$ cat config.mk
export PLATFORM = sky130hd
export DESIGN_NAME = fdc_top
export DESIGN_NICKNAME = d
export VERILOG_FILES = /design/src/logic/fdc_pkg.sv /design/src/logic/fdc_host_regs.sv /design/src/logic/fdc_command_seq.sv /design/src/logic/fdc_seek_ctrl.sv /design/src/logic/fdc_sector_reader.sv /design/src/logic/fdc_fifo.sv /design/src/logic/fdc_top.sv
export SDC_FILE = /design/constraint.sdc
export NUM_CORES = 2
export LEC_CHECK = 0
export BUFFER_PORTS_ARGS = -buffer_cell sky130_fd_sc_hd__buf_2
export CORE_MARGIN = 2
export CORE_UTILIZATION = 33
export CTS_CLUSTER_SIZE = 40
export DETAILED_ROUTE_END_ITERATION = 16
export PLACE_DENSITY = 0.58
export SLEW_MARGIN = 20
export SYNTH_ARGS = -nofsm -noshare
export SYNTH_HDL_FRONTEND = slang
export SYNTH_MEMORY_MAX_BITS = 65536
export SYNTH_SLANG_ARGS = --single-unit
$ cat constraint.sdc
create_clock -name clk -period 6.3 [get_ports clk]
set_input_delay 0.315 -clock clk [delete_from_list [all_inputs] [get_ports clk]]
set_output_delay 0.315 -clock clk [all_outputs]
set_load 0.01 [all_outputs]
$ cat src/logic/fdc_pkg.sv
// Shared types and constants for the simplified floppy controller
// Port offsets are relative to the 0x3F0 base
// Opcodes not listed in fdc_cmd_e are treated as invalid and dropped
package fdc_pkg;

    // Host port offsets
    typedef enum logic [2:0] {
        PORT_DOR  = 3'h2,
        PORT_MSR  = 3'h4,
        PORT_DATA = 3'h5,
        PORT_DIR  = 3'h7
    } io_port_e;

    // Low five bits of the command byte
    typedef enum logic [4:0] {
        CMD_SPECIFY     = 5'h03,
        CMD_READ_DATA   = 5'h06,
        CMD_RECALIBRATE = 5'h07,
        CMD_SENSE_INT   = 5'h08,
        CMD_SEEK        = 5'h0F,
        CMD_VERSION     = 5'h10
    } fdc_cmd_e;

    typedef enum logic [2:0] {
        PH_IDLE,
        PH_PARAMS,
        PH_EXECUTE,
        PH_SEEK,
        PH_READ,
        PH_RESULT
    } fdc_phase_e;

    // Two bits wide to keep the legacy request codes
    typedef enum logic [1:0] {
        REQ_NONE = 2'b00,
        REQ_READ = 2'b01
    } disk_req_e;

    localparam logic [7:0] FDC_VERSION_ID = 8'h90;  // 82077AA
    localparam logic [7:0] SIZE_CODE_512  = 8'd2;
    localparam logic [7:0] ST0_SEEK_END   = 8'h20;
    localparam logic [7:0] ST0_INVALID    = 8'h80;

endpackage

$ cat src/logic/fdc_host_regs.sv
// Host port decode for DOR, MSR, DIR and the data register
// io_readdata is combinational from io_address
// Data reads outside the result phase return 0 and have no side effect
`timescale 1ns/10ps

module fdc_host_regs (
    input  logic                clk,
    input  logic                rst_n,
    input  logic [2:0]          io_address,
    input  logic                io_read,
    input  logic                io_write,
    input  logic [7:0]          io_writedata,
    output logic [7:0]          io_readdata,
    input  fdc_pkg::fdc_phase_e phase,
    input  logic [7:0]          result_byte,
    input  logic                disk_changed,
    output logic                cmd_wr,
    output logic                res_rd,
    output logic                dma_enable
);
    import fdc_pkg::*;

    logic [7:0] dor;
    logic [7:0] msr;
    logic       rqm;
    logic       dio;
    logic       cb;

    assign rqm = phase inside {PH_IDLE, PH_PARAMS, PH_RESULT};
    assign dio = (phase == PH_RESULT);
    assign cb  = (phase != PH_IDLE);
    assign msr = {rqm, dio, 1'b0, cb, 2'b00, dor[5:4]};  // Motor bits in 1:0

    assign cmd_wr     = io_write && (io_address == PORT_DATA);
    assign res_rd     = io_read && (io_address == PORT_DATA) && (phase == PH_RESULT);
    assign dma_enable = dor[3];

    always_ff @(posedge clk or negedge rst_n) begin
        if (!rst_n) begin
            dor <= 8'h00;
        end else if (io_write && (io_address == PORT_DOR)) begin
            dor <= io_writedata;
        end
    end

    always_comb begin
        case (io_port_e'(io_address))
            PORT_DOR:  io_readdata = dor;
            PORT_MSR:  io_readdata = msr;
            PORT_DATA: io_readdata = (phase == PH_RESULT) ? result_byte : 8'h00;
            PORT_DIR:  io_readdata = {disk_changed, 7'h00};
            default:   io_readdata = 8'hFF;  // Unmapped offsets
        endcase
    end

endmodule

$ cat src/logic/fdc_command_seq.sv
// Command, parameter and result phases of the controller
// Specify bytes are accepted and ignored; unknown opcodes leave it in IDLE
// Data writes during EXECUTE, SEEK, READ and RESULT are ignored
// Result bytes of Read Data carry the final status
`timescale 1ns/10ps

module fdc_command_seq (
    input  logic                clk,
    input  logic                rst_n,
    input  logic                cmd_wr,
    input  logic [7:0]          io_writedata,
    input  logic                res_rd,
    output fdc_pkg::fdc_phase_e phase,
    output logic [7:0]          result_byte,
    output logic                irq,
    input  logic [7:0]          current_cyl,
    output fdc_pkg::disk_req_e  request,
    output logic [7:0]          cylinder,
    output logic [7:0]          head,
    output logic [7:0]          sector,
    output logic [7:0]          sector_count,
    output logic [7:0]          drive,
    output logic                seek_start,
    output logic                seek_recal,
    output logic [1:0]          seek_drive,
    input  logic                seek_done,
    input  logic                int_pending,
    input  logic [7:0]          int_st0,
    output logic                int_clear,
    output logic                xfer_start,
    input  logic                xfer_done
);
    import fdc_pkg::*;

    fdc_cmd_e   opcode;
    logic [3:0] param_cnt;
    logic [3:0] param_idx;
    logic [3:0] new_cnt;     // Parameter count of the incoming opcode
    logic       op_known;
    logic [2:0] res_cnt;
    logic [2:0] res_idx;
    logic [7:0] params [0:7];
    logic [7:0] results [0:6];

    always_comb begin
        case (fdc_cmd_e'(io_writedata[4:0]))
            CMD_READ_DATA:   new_cnt = 4'd8;
            CMD_SEEK,
            CMD_SPECIFY:     new_cnt = 4'd2;
            CMD_RECALIBRATE: new_cnt = 4'd1;
            default:         new_cnt = 4'd0;
        endcase
    end

    assign op_known = (new_cnt != 4'd0) || (io_writedata[4:0] == CMD_VERSION)
                      || (io_writedata[4:0] == CMD_SENSE_INT);

    assign seek_recal  = (opcode == CMD_RECALIBRATE);
    assign seek_drive  = params[0][1:0];
    assign int_clear   = (phase == PH_EXECUTE) && (opcode == CMD_SENSE_INT) && int_pending;
    assign result_byte = results[res_idx];

    always_ff @(posedge clk or negedge rst_n) begin
        if (!rst_n) begin
            phase        <= PH_IDLE;
            opcode       <= CMD_VERSION;
            param_cnt    <= '0;
            param_idx    <= '0;
            res_cnt      <= '0;
            res_idx      <= '0;
            irq          <= 1'b0;
            request      <= REQ_NONE;
            cylinder     <= '0;
            head         <= '0;
            sector       <= '0;
            sector_count <= '0;
            drive        <= '0;
            seek_start   <= 1'b0;
            xfer_start   <= 1'b0;
        end else begin
            seek_start <= 1'b0;
            xfer_start <= 1'b0;
            case (phase)
                PH_IDLE: begin
                    if (cmd_wr) begin
                        opcode    <= fdc_cmd_e'(io_writedata[4:0]);
                        param_cnt <= new_cnt;
                        param_idx <= '0;
                        if (new_cnt != 4'd0) begin
                            phase <= PH_PARAMS;
                        end else if (op_known) begin
                            phase <= PH_EXECUTE;
                        end
                    end
                end
                PH_PARAMS: begin
                    if (cmd_wr) begin
                        param_idx <= param_idx + 4'd1;
                        if (param_idx + 4'd1 == param_cnt) begin
                            phase <= PH_EXECUTE;
                        end
                    end
                end
                PH_EXECUTE: begin
                    res_idx <= '0;
                    case (opcode)
                        CMD_VERSION: begin
                            res_cnt <= 3'd1;
                            phase   <= PH_RESULT;
                        end
                        CMD_SENSE_INT: begin
                            res_cnt <= 3'd2;
                            phase   <= PH_RESULT;
                        end
                        CMD_SEEK, CMD_RECALIBRATE: begin
                            drive <= {6'd0, params[0][1:0]};
                            if (opcode == CMD_SEEK) begin
                                head     <= {7'd0, params[0][2]};
                                cylinder <= params[1];
                            end else begin
                                cylinder <= '0;  // Track 0
                            end
                            seek_start <= 1'b1;
                            phase      <= PH_SEEK;
                        end
                        CMD_READ_DATA: begin
                            drive        <= {6'd0, params[0][1:0]};
                            head         <= {7'd0, params[0][2]};
                            cylinder     <= params[1];
                            sector       <= params[3];
                            sector_count <= params[5];
                            request      <= REQ_READ;
                            xfer_start   <= 1'b1;
                            phase        <= PH_READ;
                        end
                        default: phase <= PH_IDLE;  // Specify
                    endcase
                end
                PH_SEEK: begin
                    if (seek_done) begin
                        irq   <= 1'b1;
                        phase <= PH_IDLE;
                    end
                end
                PH_READ: begin
                    if (xfer_done) begin
                        request <= REQ_NONE;
                        res_cnt <= 3'd7;
                        irq     <= 1'b1;
                        phase   <= PH_RESULT;
                    end
                end
                PH_RESULT: begin
                    if (res_rd) begin
                        if (res_idx == res_cnt - 3'd1) begin
                            irq   <= 1'b0;  // Last byte taken
                            phase <= PH_IDLE;
                        end else begin
                            res_idx <= res_idx + 3'd1;
                        end
                    end
                end
                default: phase <= PH_IDLE;
            endcase
        end
    end

    always_ff @(posedge clk) begin
        if (phase == PH_PARAMS && cmd_wr) begin
            params[param_idx[2:0]] <= io_writedata;
        end
    end

    always_ff @(posedge clk) begin
        if (phase == PH_EXECUTE && opcode == CMD_VERSION) begin
            results[0] <= FDC_VERSION_ID;
        end else if (phase == PH_EXECUTE && opcode == CMD_SENSE_INT) begin
            results[0] <= int_pending ? int_st0 : ST0_INVALID;
            results[1] <= int_pending ? current_cyl : 8'h00;
        end else if (phase == PH_READ && xfer_done) begin
            results[0] <= {5'd0, params[0][2:0]};  // Head and drive
            results[1] <= 8'h00;
            results[2] <= 8'h00;
            results[3] <= params[1];
            results[4] <= {7'd0, params[0][2]};
            results[5] <= params[3] + params[5];   // Sector after the last one read
            results[6] <= SIZE_CODE_512;
        end
    end

endmodule

$ cat src/logic/fdc_seek_ctrl.sv
// Head movement delay for Seek and Recalibrate
// The delay is a fixed cycle count, independent of the distance moved
// A new seek before Sense Interrupt overwrites the stored ST0
`timescale 1ns/10ps

module fdc_seek_ctrl #(
    parameter int SEEK_CYCLES  = 500,
    parameter int RECAL_CYCLES = 1000
) (
    input  logic       clk,
    input  logic       rst_n,
    input  logic       seek_start,
    input  logic       seek_recal,
    input  logic [1:0] seek_drive,
    output logic       seek_done,
    output logic       int_pending,
    output logic [7:0] int_st0,
    input  logic       int_clear
);
    import fdc_pkg::*;

    localparam int MAX_CYCLES = (SEEK_CYCLES > RECAL_CYCLES) ? SEEK_CYCLES : RECAL_CYCLES;
    localparam int CW = $clog2(MAX_CYCLES + 1);

    logic [CW-1:0] count;
    logic          busy;
    logic [1:0]    drive_q;

    always_ff @(posedge clk or negedge rst_n) begin
        if (!rst_n) begin
            count       <= '0;
            busy        <= 1'b0;
            drive_q     <= '0;
            seek_done   <= 1'b0;
            int_pending <= 1'b0;
            int_st0     <= '0;
        end else begin
            seek_done <= 1'b0;
            if (int_clear) begin
                int_pending <= 1'b0;
            end
            if (seek_start) begin
                busy    <= 1'b1;
                count   <= seek_recal ? CW'(RECAL_CYCLES) : CW'(SEEK_CYCLES);
                drive_q <= seek_drive;
            end else if (busy) begin
                if (count == '0) begin
                    busy        <= 1'b0;
                    seek_done   <= 1'b1;
                    int_pending <= 1'b1;
                    int_st0     <= ST0_SEEK_END | {6'd0, drive_q};
                end else begin
                    count <= count - CW'(1);
                end
            end
        end
    end

endmodule

$ cat src/logic/fdc_sector_reader.sv
// Byte and sector counting for Read Data
// Disk reads stall while the buffer is full
// xfer_done waits until the buffer has drained to DMA
// SECTOR_BYTES must be at least 2
`timescale 1ns/10ps

module fdc_sector_reader #(
    parameter int SECTOR_BYTES = 512
) (
    input  logic       clk,
    input  logic       rst_n,
    input  logic       xfer_start,
    input  logic [7:0] sector_count,
    input  logic       disk_ready,
    output logic       disk_data_rd,
    input  logic       fifo_full,
    input  logic       fifo_empty,
    output logic       xfer_done,
    input  logic       dma_enable,
    input  logic       dma_ack,
    output logic       dma_req,
    output logic       pop
);
    localparam int BW = $clog2(SECTOR_BYTES);

    logic [BW-1:0] byte_cnt;      // Position within the current sector
    logic [7:0]    sectors_left;
    logic          active;

    assign disk_data_rd = active && (sectors_left != 8'd0) && disk_ready && !fifo_full;
    assign dma_req      = active && dma_enable && !fifo_empty;
    assign pop          = dma_req && dma_ack;

    always_ff @(posedge clk or negedge rst_n) begin
        if (!rst_n) begin
            byte_cnt     <= '0;
            sectors_left <= '0;
            active       <= 1'b0;
            xfer_done    <= 1'b0;
        end else begin
            xfer_done <= 1'b0;
            if (xfer_start) begin
                active       <= 1'b1;
                sectors_left <= sector_count;
                byte_cnt     <= '0;
            end else if (active) begin
                if (disk_data_rd) begin
                    if (byte_cnt == BW'(SECTOR_BYTES - 1)) begin
                        byte_cnt     <= '0;
                        sectors_left <= sectors_left - 8'd1;
                    end else begin
                        byte_cnt <= byte_cnt + BW'(1);
                    end
                end else if (sectors_left == 8'd0 && fifo_empty) begin
                    active    <= 1'b0;  // All read and drained
                    xfer_done <= 1'b1;
                end
            end
        end
    end

endmodule

$ cat src/logic/fdc_fifo.sv
// Sector data buffer between the disk and the DMA channel
// Push when full and pop when empty are ignored
// pop_data shows the head entry at all times
`timescale 1ns/10ps

module fdc_fifo #(
    parameter int FIFO_DEPTH = 512
) (
    input  logic       clk,
    input  logic       rst_n,
    input  logic       push,
    input  logic [7:0] push_data,
    input  logic       pop,
    output logic [7:0] pop_data,
    output logic       empty,
    output logic       full
);
    localparam int AW = $clog2(FIFO_DEPTH);
    localparam logic [AW:0] FULL_COUNT = (AW + 1)'(FIFO_DEPTH);

    logic [7:0]    mem [0:FIFO_DEPTH-1];
    logic [AW-1:0] wr_ptr;
    logic [AW-1:0] rd_ptr;
    logic [AW:0]   count;
    logic          do_push;
    logic          do_pop;

    function automatic logic [AW-1:0] next_ptr(input logic [AW-1:0] ptr);
        return (ptr == AW'(FIFO_DEPTH - 1)) ? '0 : ptr + AW'(1);
    endfunction

    assign do_push  = push && !full;
    assign do_pop   = pop && !empty;
    assign empty    = (count == '0);
    assign full     = (count == FULL_COUNT);
    assign pop_data = mem[rd_ptr];

    always_ff @(posedge clk) begin
        if (do_push) begin
            mem[wr_ptr] <= push_data;
        end
    end

    always_ff @(posedge clk or negedge rst_n) begin
        if (!rst_n) begin
            wr_ptr <= '0;
            rd_ptr <= '0;
            count  <= '0;
        end else begin
            if (do_push) wr_ptr <= next_ptr(wr_ptr);
            if (do_pop) rd_ptr <= next_ptr(rd_ptr);
            if (do_push && !do_pop) count <= count + 1'b1;
            else if (do_pop && !do_push) count <= count - 1'b1;
        end
    end

endmodule

$ cat src/logic/fdc_top.sv
// Simplified 765/82077 style floppy controller, host port view
// Commands: Version, Specify, Seek, Recalibrate, Sense Interrupt, Read Data
// Read Data bytes flow disk to buffer to DMA; dma_req acts as valid, dma_ack as ready
// disk_ready acts as valid on the disk side, answered by disk_data_rd
`timescale 1ns/10ps

module fdc_top #(
    parameter int SECTOR_BYTES = 512,
    parameter int FIFO_DEPTH   = 512,
    parameter int SEEK_CYCLES  = 500,
    parameter int RECAL_CYCLES = 1000
) (
    input  logic               clk,
    input  logic               rst_n,
    input  logic [2:0]         io_address,
    input  logic               io_read,
    input  logic               io_write,
    input  logic [7:0]         io_writedata,
    output logic [7:0]         io_readdata,
    output logic               dma_req,
    input  logic               dma_ack,
    output logic [7:0]         dma_writedata,
    output logic               irq,
    output fdc_pkg::disk_req_e request,
    output logic [7:0]         cylinder,
    output logic [7:0]         head,
    output logic [7:0]         sector,
    output logic [7:0]         sector_count,
    output logic [7:0]         drive,
    input  logic               disk_ready,
    input  logic [7:0]         disk_data_in,
    output logic               disk_data_rd,
    input  logic               disk_changed,
    input  logic [7:0]         current_cyl
);
    import fdc_pkg::*;

    fdc_phase_e phase;
    logic [7:0] result_byte;
    logic       cmd_wr;
    logic       res_rd;
    logic       dma_enable;
    logic       seek_start;
    logic       seek_recal;
    logic [1:0] seek_drive;
    logic       seek_done;
    logic       int_pending;
    logic [7:0] int_st0;
    logic       int_clear;
    logic       xfer_start;
    logic       xfer_done;
    logic       fifo_full;
    logic       fifo_empty;
    logic       pop;

    fdc_host_regs host_regs_i (.*);

    fdc_command_seq command_seq_i (.*);

    fdc_seek_ctrl #(
        .SEEK_CYCLES (SEEK_CYCLES),
        .RECAL_CYCLES(RECAL_CYCLES)
    ) seek_ctrl_i (.*);

    fdc_sector_reader #(
        .SECTOR_BYTES(SECTOR_BYTES)
    ) sector_reader_i (.*);

    fdc_fifo #(
        .FIFO_DEPTH(FIFO_DEPTH)
    ) fifo_i (
        .clk      (clk),
        .rst_n    (rst_n),
        .push     (disk_data_rd),
        .push_data(disk_data_in),
        .pop      (pop),
        .pop_data (dma_writedata),
        .empty    (fifo_empty),
        .full     (fifo_full)
    );

endmodule

# Word level (Yosys, flattened, before mapping)
# Memories as Yosys holds them, arrays and structs flattened.
# Index checks and enable logic that the tools add are counted.
[totals] out_inout_bits=61 ff_bits=134 inputBits=34 n_memories=3 word_cells=240 ramBits=4216
[memory_table] name="fifo_i.mem" words=512 width=8 read_ports=1 rd_clocked_by_memory_dff=0 write_ports=1 line="fdc_fifo.sv:21" text="logic [7:0] mem [0:FIFO_DEPTH-1];"
[memory_table] name="command_seq_i.params" words=8 width=8 read_ports=4 rd_clocked_by_memory_dff=0 write_ports=1 line="fdc_command_seq.sv:42" text="logic [7:0] params [0:7];"
[memory_table] name="command_seq_i.results" words=7 width=8 read_ports=1 rd_clocked_by_memory_dff=0 write_ports=7 line="fdc_command_seq.sv:43" text="logic [7:0] results [0:6];"
[op_classes] eq_ne=39 n_mux=91 addsub=11 bitwise_logic=4 n_reduce_logical=63
[ops] operator="8-bit 2-to-1 mux" count=12
[ops] operator="10-bit 2-to-1 mux" count=6
[ops] operator="9-bit 2-to-1 mux" count=6
[ops] operator="1-bit 2-to-1 mux" count=39
[ops] operator="3-bit 2-to-1 mux" count=12
[ops] operator="8-bit one-hot mux with 2 select lines" count=2
[ops] operator="8-bit one-hot mux with 4 select lines" count=1
[ops] operator="9-bit by 1-bit adder with 9-bit output, second input constant" count=3
[ops] operator="9-bit equality test, second input constant" count=3
[ops] operator="3-bit AND reduction" count=7
[ops] operator="5-bit by 3-bit equality test with 1-bit output, second input constant" count=4
[ops] operator="5-bit by 4-bit equality test with 1-bit output, second input constant" count=4
[ops] operator="1-bit logical AND" count=20
[ops] operator="10-bit logical NOT" count=2
[ops] operator="10-bit by 1-bit subtractor with 10-bit output, second input constant" count=2
[ops] operator="3-bit one-hot mux with 2 select lines" count=3
[ops] operator="3-bit one-hot mux with 6 select lines" count=1
[ops] operator="2-bit nonzero test" count=9
[ops] operator="2-bit by 1-bit inequality test with 1-bit output, second input constant" count=8
[ops] operator="3-bit equality test, second input constant" count=5
[ops] operator="4-bit one-hot mux with 3 select lines" count=1
[ops] operator="2-bit AND reduction" count=6
[ops] operator="10-bit by 1-bit adder with 10-bit output, second input constant" count=1
[ops] operator="10-bit equality test, second input constant" count=1
[ops] operator="33 further kinds" count=50

# Depth between registers and ports, before layout
[logic_depth] ltp_word=10 depth_mapped=17 mapped_depth_nobuf=16

# Modules after synthesis
# Synthesis repeated with hierarchy kept, for this count alone.
[hier_totals] hier_cells=8192 area_unflattened_um2=167627.0
[modules_own_cells] mod="fdc_fifo" instances=1 area_per_inst_um2=159753.2 cells_each=7506 seq_area_each_um2=123698.6
[modules_own_cells] mod="fdc_command_seq" instances=1 area_per_inst_um2=5131.2 cells_each=407 seq_area_each_um2=3104.2
[modules_own_cells] mod="fdc_sector_reader" instances=1 area_per_inst_um2=1178.6 cells_each=125 seq_area_each_um2=475.5
[modules_own_cells] mod="fdc_seek_ctrl" instances=1 area_per_inst_um2=982.2 cells_each=93 seq_area_each_um2=450.4
[modules_own_cells] mod="fdc_host_regs" instances=1 area_per_inst_um2=581.8 cells_each=61 seq_area_each_um2=200.2

# Least setup slack after synthesis
# OpenSTA, ideal clock, no wires.
[synth_timing] path_kind="register -> register" from="register sector_reader_i.sectors_left[5]" to="register fifo_i.count[9]" stages_incl_launch_ff=16 t_required_ns=6.168 n_path_buf=1 period_less_slack_ns=3.824 path_slack_ns=2.476 arrival_ns=3.693 cell_sequence="dfrtp_1 -> or3_1 -> or4_1 -> nand4_1 -> inv_1 -> clkbuf_1 -> ha_1 -> inv_1 -> ha_1 -> a21o_1 -> a21oi_1 -> o21a_1 -> o21ai_0 -> a2111o_1 -> nand4_1 -> o31ai_1"
[synth_between] elab_chain_len=8
[synth_rtl] item="from (decl)" line="fdc_sector_reader.sv:27" text="logic [7:0] sectors_left;"
[synth_rtl] item="from (signal assigned)" line="fdc_sector_reader.sv:44" text="sectors_left <= sector_count;"
[synth_rtl] item="from (signal assigned)" line="fdc_sector_reader.sv:50" text="sectors_left <= sectors_left - 8'd1;"
[synth_rtl] item="8-bit nonzero test *" line="fdc_sector_reader.sv:30" text="assign disk_data_rd = active && (sectors_left != 8'd0) && disk_ready && !fifo_full;"
[synth_rtl] item="1-bit logical AND * (3 in series)" line="fdc_sector_reader.sv:30"
[synth_rtl] item="via disk_data_rd" line="fdc_top.sv:32" text="output logic disk_data_rd,"
[synth_rtl] item="1-bit logical AND *" line="fdc_fifo.sv:32" text="assign do_push = push && !full;"
[synth_rtl] item="1-bit logical NOT" line="fdc_fifo.sv:53" text="else if (do_pop && !do_push) count <= count - 1'b1;"
[synth_rtl] item="1-bit logical AND" line="fdc_fifo.sv:53"
[synth_rtl] item="2-bit nonzero test (no source line)"
[synth_rtl] item="to (signal assigned)" line="fdc_fifo.sv:52" text="if (do_push && !do_pop) count <= count + 1'b1;"
[synth_rtl] item="to (signal assigned)" line="fdc_fifo.sv:53"
[synth_rtl] item="to (decl)" line="fdc_fifo.sv:24" text="logic [AW:0] count;"
# Mark *: on every way through the listed nets, which the timed path passes. The rest lies on a longest branch.
# A chain may end at the register's enable or synchronous reset.

# Worst setup path after layout
[layout_timing] from="register fifo_i.rd_ptr[1]" to="output dma_writedata[7]"
[layout_between] elab_chain_len=1
[layout_rtl] item="from (decl)" line="fdc_fifo.sv:23" text="logic [AW-1:0] rd_ptr;"
[layout_rtl] item="from (signal assigned)" line="fdc_fifo.sv:51" text="if (do_pop) rd_ptr <= next_ptr(rd_ptr);"
[layout_rtl] item="memory read 512 x 8 bit"
[layout_rtl] item="to (decl)" line="fdc_top.sv:22" text="output logic [7:0] dma_writedata,"
# No other way between the ends.

==> flow_metrics.py <==
metrics = {
    "min_path": {
        "whs_endpoint": "command_seq_i.params[3][5]$_DFFE_PP_",
        "worstHoldStart": "io_writedata[5]",
        "min_path_cells": 2,
        "worst_hold_path_type": "in2reg",
    },
    "route": {
        "routed_wl_mm": 491.7,
        "ant_nets": 0,
        "drt_iter0_markers": 12111,
        "drc": 0,
        "num_vias": 87341,
        "drtPass1Iterations": 6,
        "via_per_inst": 5.571,
        "wl_per_cell_um": 31.36,
    },
    "finish": {
        "fin_nets": 8651,
        "area_growth_pct": 13.50,
        "fillers": 45854,
        "seq_area_sq_um": 127900,
        "final_area_sq_um": 191100,
        "drive_above_1_share_pct": 22.36,
        "multi_input_area_sq_um": 37550,
    },
    "floorplan": {
        "die_w_um": 718.3,
        "die_h_um": 718.3,
        "start_util_pct": 33.10,
        "core_area_sq_um": 508800,
        "ioPinCount": 95,
        "die-area_sq_um": 516000,
        "core.rowCount": 262,
    },
    "sta": {
        "finClkSkew_ps": 128.1,
        "timing.final.crit_share_pct": 99.11,
        "tightest_slew_ps": 1281,
        "post-route-min-period_ps": 6244,
        "setup_tns_ps": 0,
        "whs_ps": 129.3,
        "fmax_mhz": 160.2,
        "rsz0062_at_grt": "false",
        "setup_slack_ps": 56.31,
        "slew_headroom_pct": 14.59,
        "hold_violations": 0,
        "setup_viol": 0,
        "drv_slew": 0,
    },
    "worst_setup_path": {
        "cp.arrival_ps": 5930,
        "worstSetupPathType": "reg2out",
        "path_cells": "buf_12 > buf_4 > buf_12 > mux2i_1 > o221ai_1 > a221oi_1 > nor2_1 > a211o_1 > a211oi_2 > a41oi_2 > buf_2",
        "reg2reg_slack_ps": 1440,
        "start_kind": "register",
        "crit_fanout": 50,
        "reg2reg_to": "fifo_i.mem[91][6]$_DFFE_PP_",
        "startpoint": "fifo_i.rd_ptr[1]$_DFFE_PN0P_",
        "cp.required_ps": 5980,
        "worst-r2r-cell-count": 10,
        "cp-end-kind": "primary output",
        "cpMostUsedCell": "buf_12",
        "slowest_delay_ps": 720,
        "cp_slowest_cell": "dfrtp_4",
        "r2r_start": "sector_reader_i.sectors_left[0]$_DFFE_PN0P_",
    },
    "grt": {
        "grt_pass1_wl_mm": 686.4,
        "grt_max_degree": 190,
        "grt_usage_pct": 18.48,
        "grt_antenna_before_repair": 46,
        "grt_overflow": 0,
        "grt_pass1_vias": 86509,
    },
    "logic_synthesis": {
        "synth-simple-area-share_pct": 3.147,
        "yosys.cell_count.top_type": "edfxtp_1",
        "synthArstFlopShare_pct": 2.921,
        "synth_edf_count": 4154,
        "ys.flop_type": "edfxtp_1",
        "yosysSeqAreaShare_pct": 75.93,
        "synth_top_area_share_pct": 74.08,
        "yosysWarnings": 0,
        "synthAdderAreaFrac_pct": 0.2541,
        "ys_ff_latch": 4279,
        "synth-xor-area-share_pct": 0.2222,
        "syn_area_per_cell_sq_um": 20.33,
        "synth_area_sq_um": 168400,
        "synth.area.top_cells": "edfxtp_1, mux4_2, mux2i_1",
        "synth.distinct_cells": 90,
        "synth_top_family_by_area": "multiplexers",
        "synth.area.mux_share_pct": 14.99,
        "synthTopCellsByCount": "edfxtp_1, mux4_2, nor2_1",
        "synthCells": 8283,
        "yosys.area.top_type": "edfxtp_1",
        "synth_compound_area_share_pct": 3.472,
    },
    "flow_run": {
        "maxCapViolCount": 0,
    },
    "cts": {
        "cts_tree": "done",
        "clkTransAtPathRegs_ps": 60,
        "clock_sinks": 4279,
        "root_buffer": "clkbuf_16",
        "numCtsBuffers": 423,
        "cts.path.max_buffers": 4,
        "clock_latency_ps": 1070,
        "h-tree-depth": 5,
    },
    "power_and_ir_drop": {
        "p_leak_uw": 0.05706,
        "p_per_area_nw_per_um2": 315.5,
        "vdd_ir_drop_max_mv": 0.2596,
    },
    "outcome": {
        "status": "finished, final reports clean",
    },
    "place": {
        "pre_cts_slack_ps": 569.0,
        "portBuffers": 80,
        "dp_hpwl_mm": 300.2,
        "placed_area_sq_um": 177200,
        "gp_congestion": 0.8576,
    },
}
metrics by stage:
stage	util [%]	total power, uW	cells
6_report	37.57	60300	15679
5_1_grt	37.56	61940	15663
4_1_cts	37.56	60630	15662
3_5_place_dp	34.83	36120	14858
3_3_place_gp	34.83	36030	14856
2_1_floorplan	-	34850	8296
worst max path at each step:
stage	end	slack, ps	cells past startpoint
after floorplan	fifo_i.count[9]$_DFFE_PN0P_	2480	15
after global placement	dma_writedata[2]	440	8
after detailed placement	dma_writedata[4]	570	11
after CTS	dma_writedata[4]	50	12
after global routing	dma_writedata[4]	20	12
final	dma_writedata[7]	60	11
per-layer routing:
layer / vias to the layer above / wire [um] / GRT usage, %
li1: 34920 / - / -
met5: - / 60 / 0
met3: 832 / 48960 / 3.987
met2: 4660 / 228400 / 29.02
met1: 46919 / 196300 / 25.57
met4: 10 / 18010 / 6.264
final cells by class:
type,instances,share of cell area (%)
antenna,17,0.02226
clock buffer,522,5.782
clock inverter,249,1.251
inverter,37,0.07659
multi-input combinational,3463,19.65
sequential,4279,66.91
tap,6732,4.407
timing repair buffer,380,1.900
cell usage in the layout (no fill, tap or decap), types with 67 or more instances in the layout:
cell / instances
mux2i_1: 314
a22oi_1: 82
edfxtp_1: 4154
nand2_1: 252
clkinv_1: 112
buf_2: 72
mux4_2: 928
mux2_2: 69
clkinv_2: 68
a21oi_1: 144
clkbuf_16: 426
a221oi_1: 67
dfrtp_1: 117
nor2_1: 603
clkbuf_1: 93
o21ai_0: 162
buf_4: 204
power by group:
part | switching (uW) | internal [uW]
clock | 11000 | 13800
combinational | 2300 | 1760
sequential | 177 | 31300
what timing repair did:
| item | in CTS | in global routing |
|---|---|---|
| setup endpoints to repair | 5 | 0 |
| endpoints found under the hold margin | 729 | 0 |
| resized for setup | 8 | 0 |
| hold buffers | 31 | 0 |
| setup buffers | 2 | 0 |
critical path: cells and delay by family (launching register included):
kind,cells,cell delay [ps]
multiplexers,1,580
flip-flops,1,720
buffers and inverters,4,1220
AND/OR/NAND/NOR,1,220
AO/OA/AOI/OAI,5,2010
cells by family after synthesis:
group | count (synthesis)
adders and majority gates | 33
AOI/OAI and AO/OA | 848
xor gates and xnor gates | 41
DFF | 4279
and+or+nand+nor | 1200
buffers and inverters | 554
muxes | 1327
other | 1
flip-flops by register name, summed over array words and instances (netlist names), 2 cells and up:
name,count
fifo_i.mem,4096
command_seq_i.res_cnt,3
command_seq_i.sector,8
seek_ctrl_i.drive_q,2
seek_ctrl_i.count,10
command_seq_i.cylinder,8
fifo_i.wr_ptr,9
command_seq_i.results,31
sector_reader_i.byte_cnt,9
fifo_i.rd_ptr,9
command_seq_i.res_idx,3
command_seq_i.params,27
command_seq_i.drive,2
sector_reader_i.sectors_left,8
seek_ctrl_i.int_st0,3
command_seq_i.sector_count,8
command_seq_i.param_cnt,3
command_seq_i.opcode,5
command_seq_i.param_idx,4
host_regs_i.dor,8
command_seq_i.phase,3
fifo_i.count,10
(Power assumes the default switching activity.)
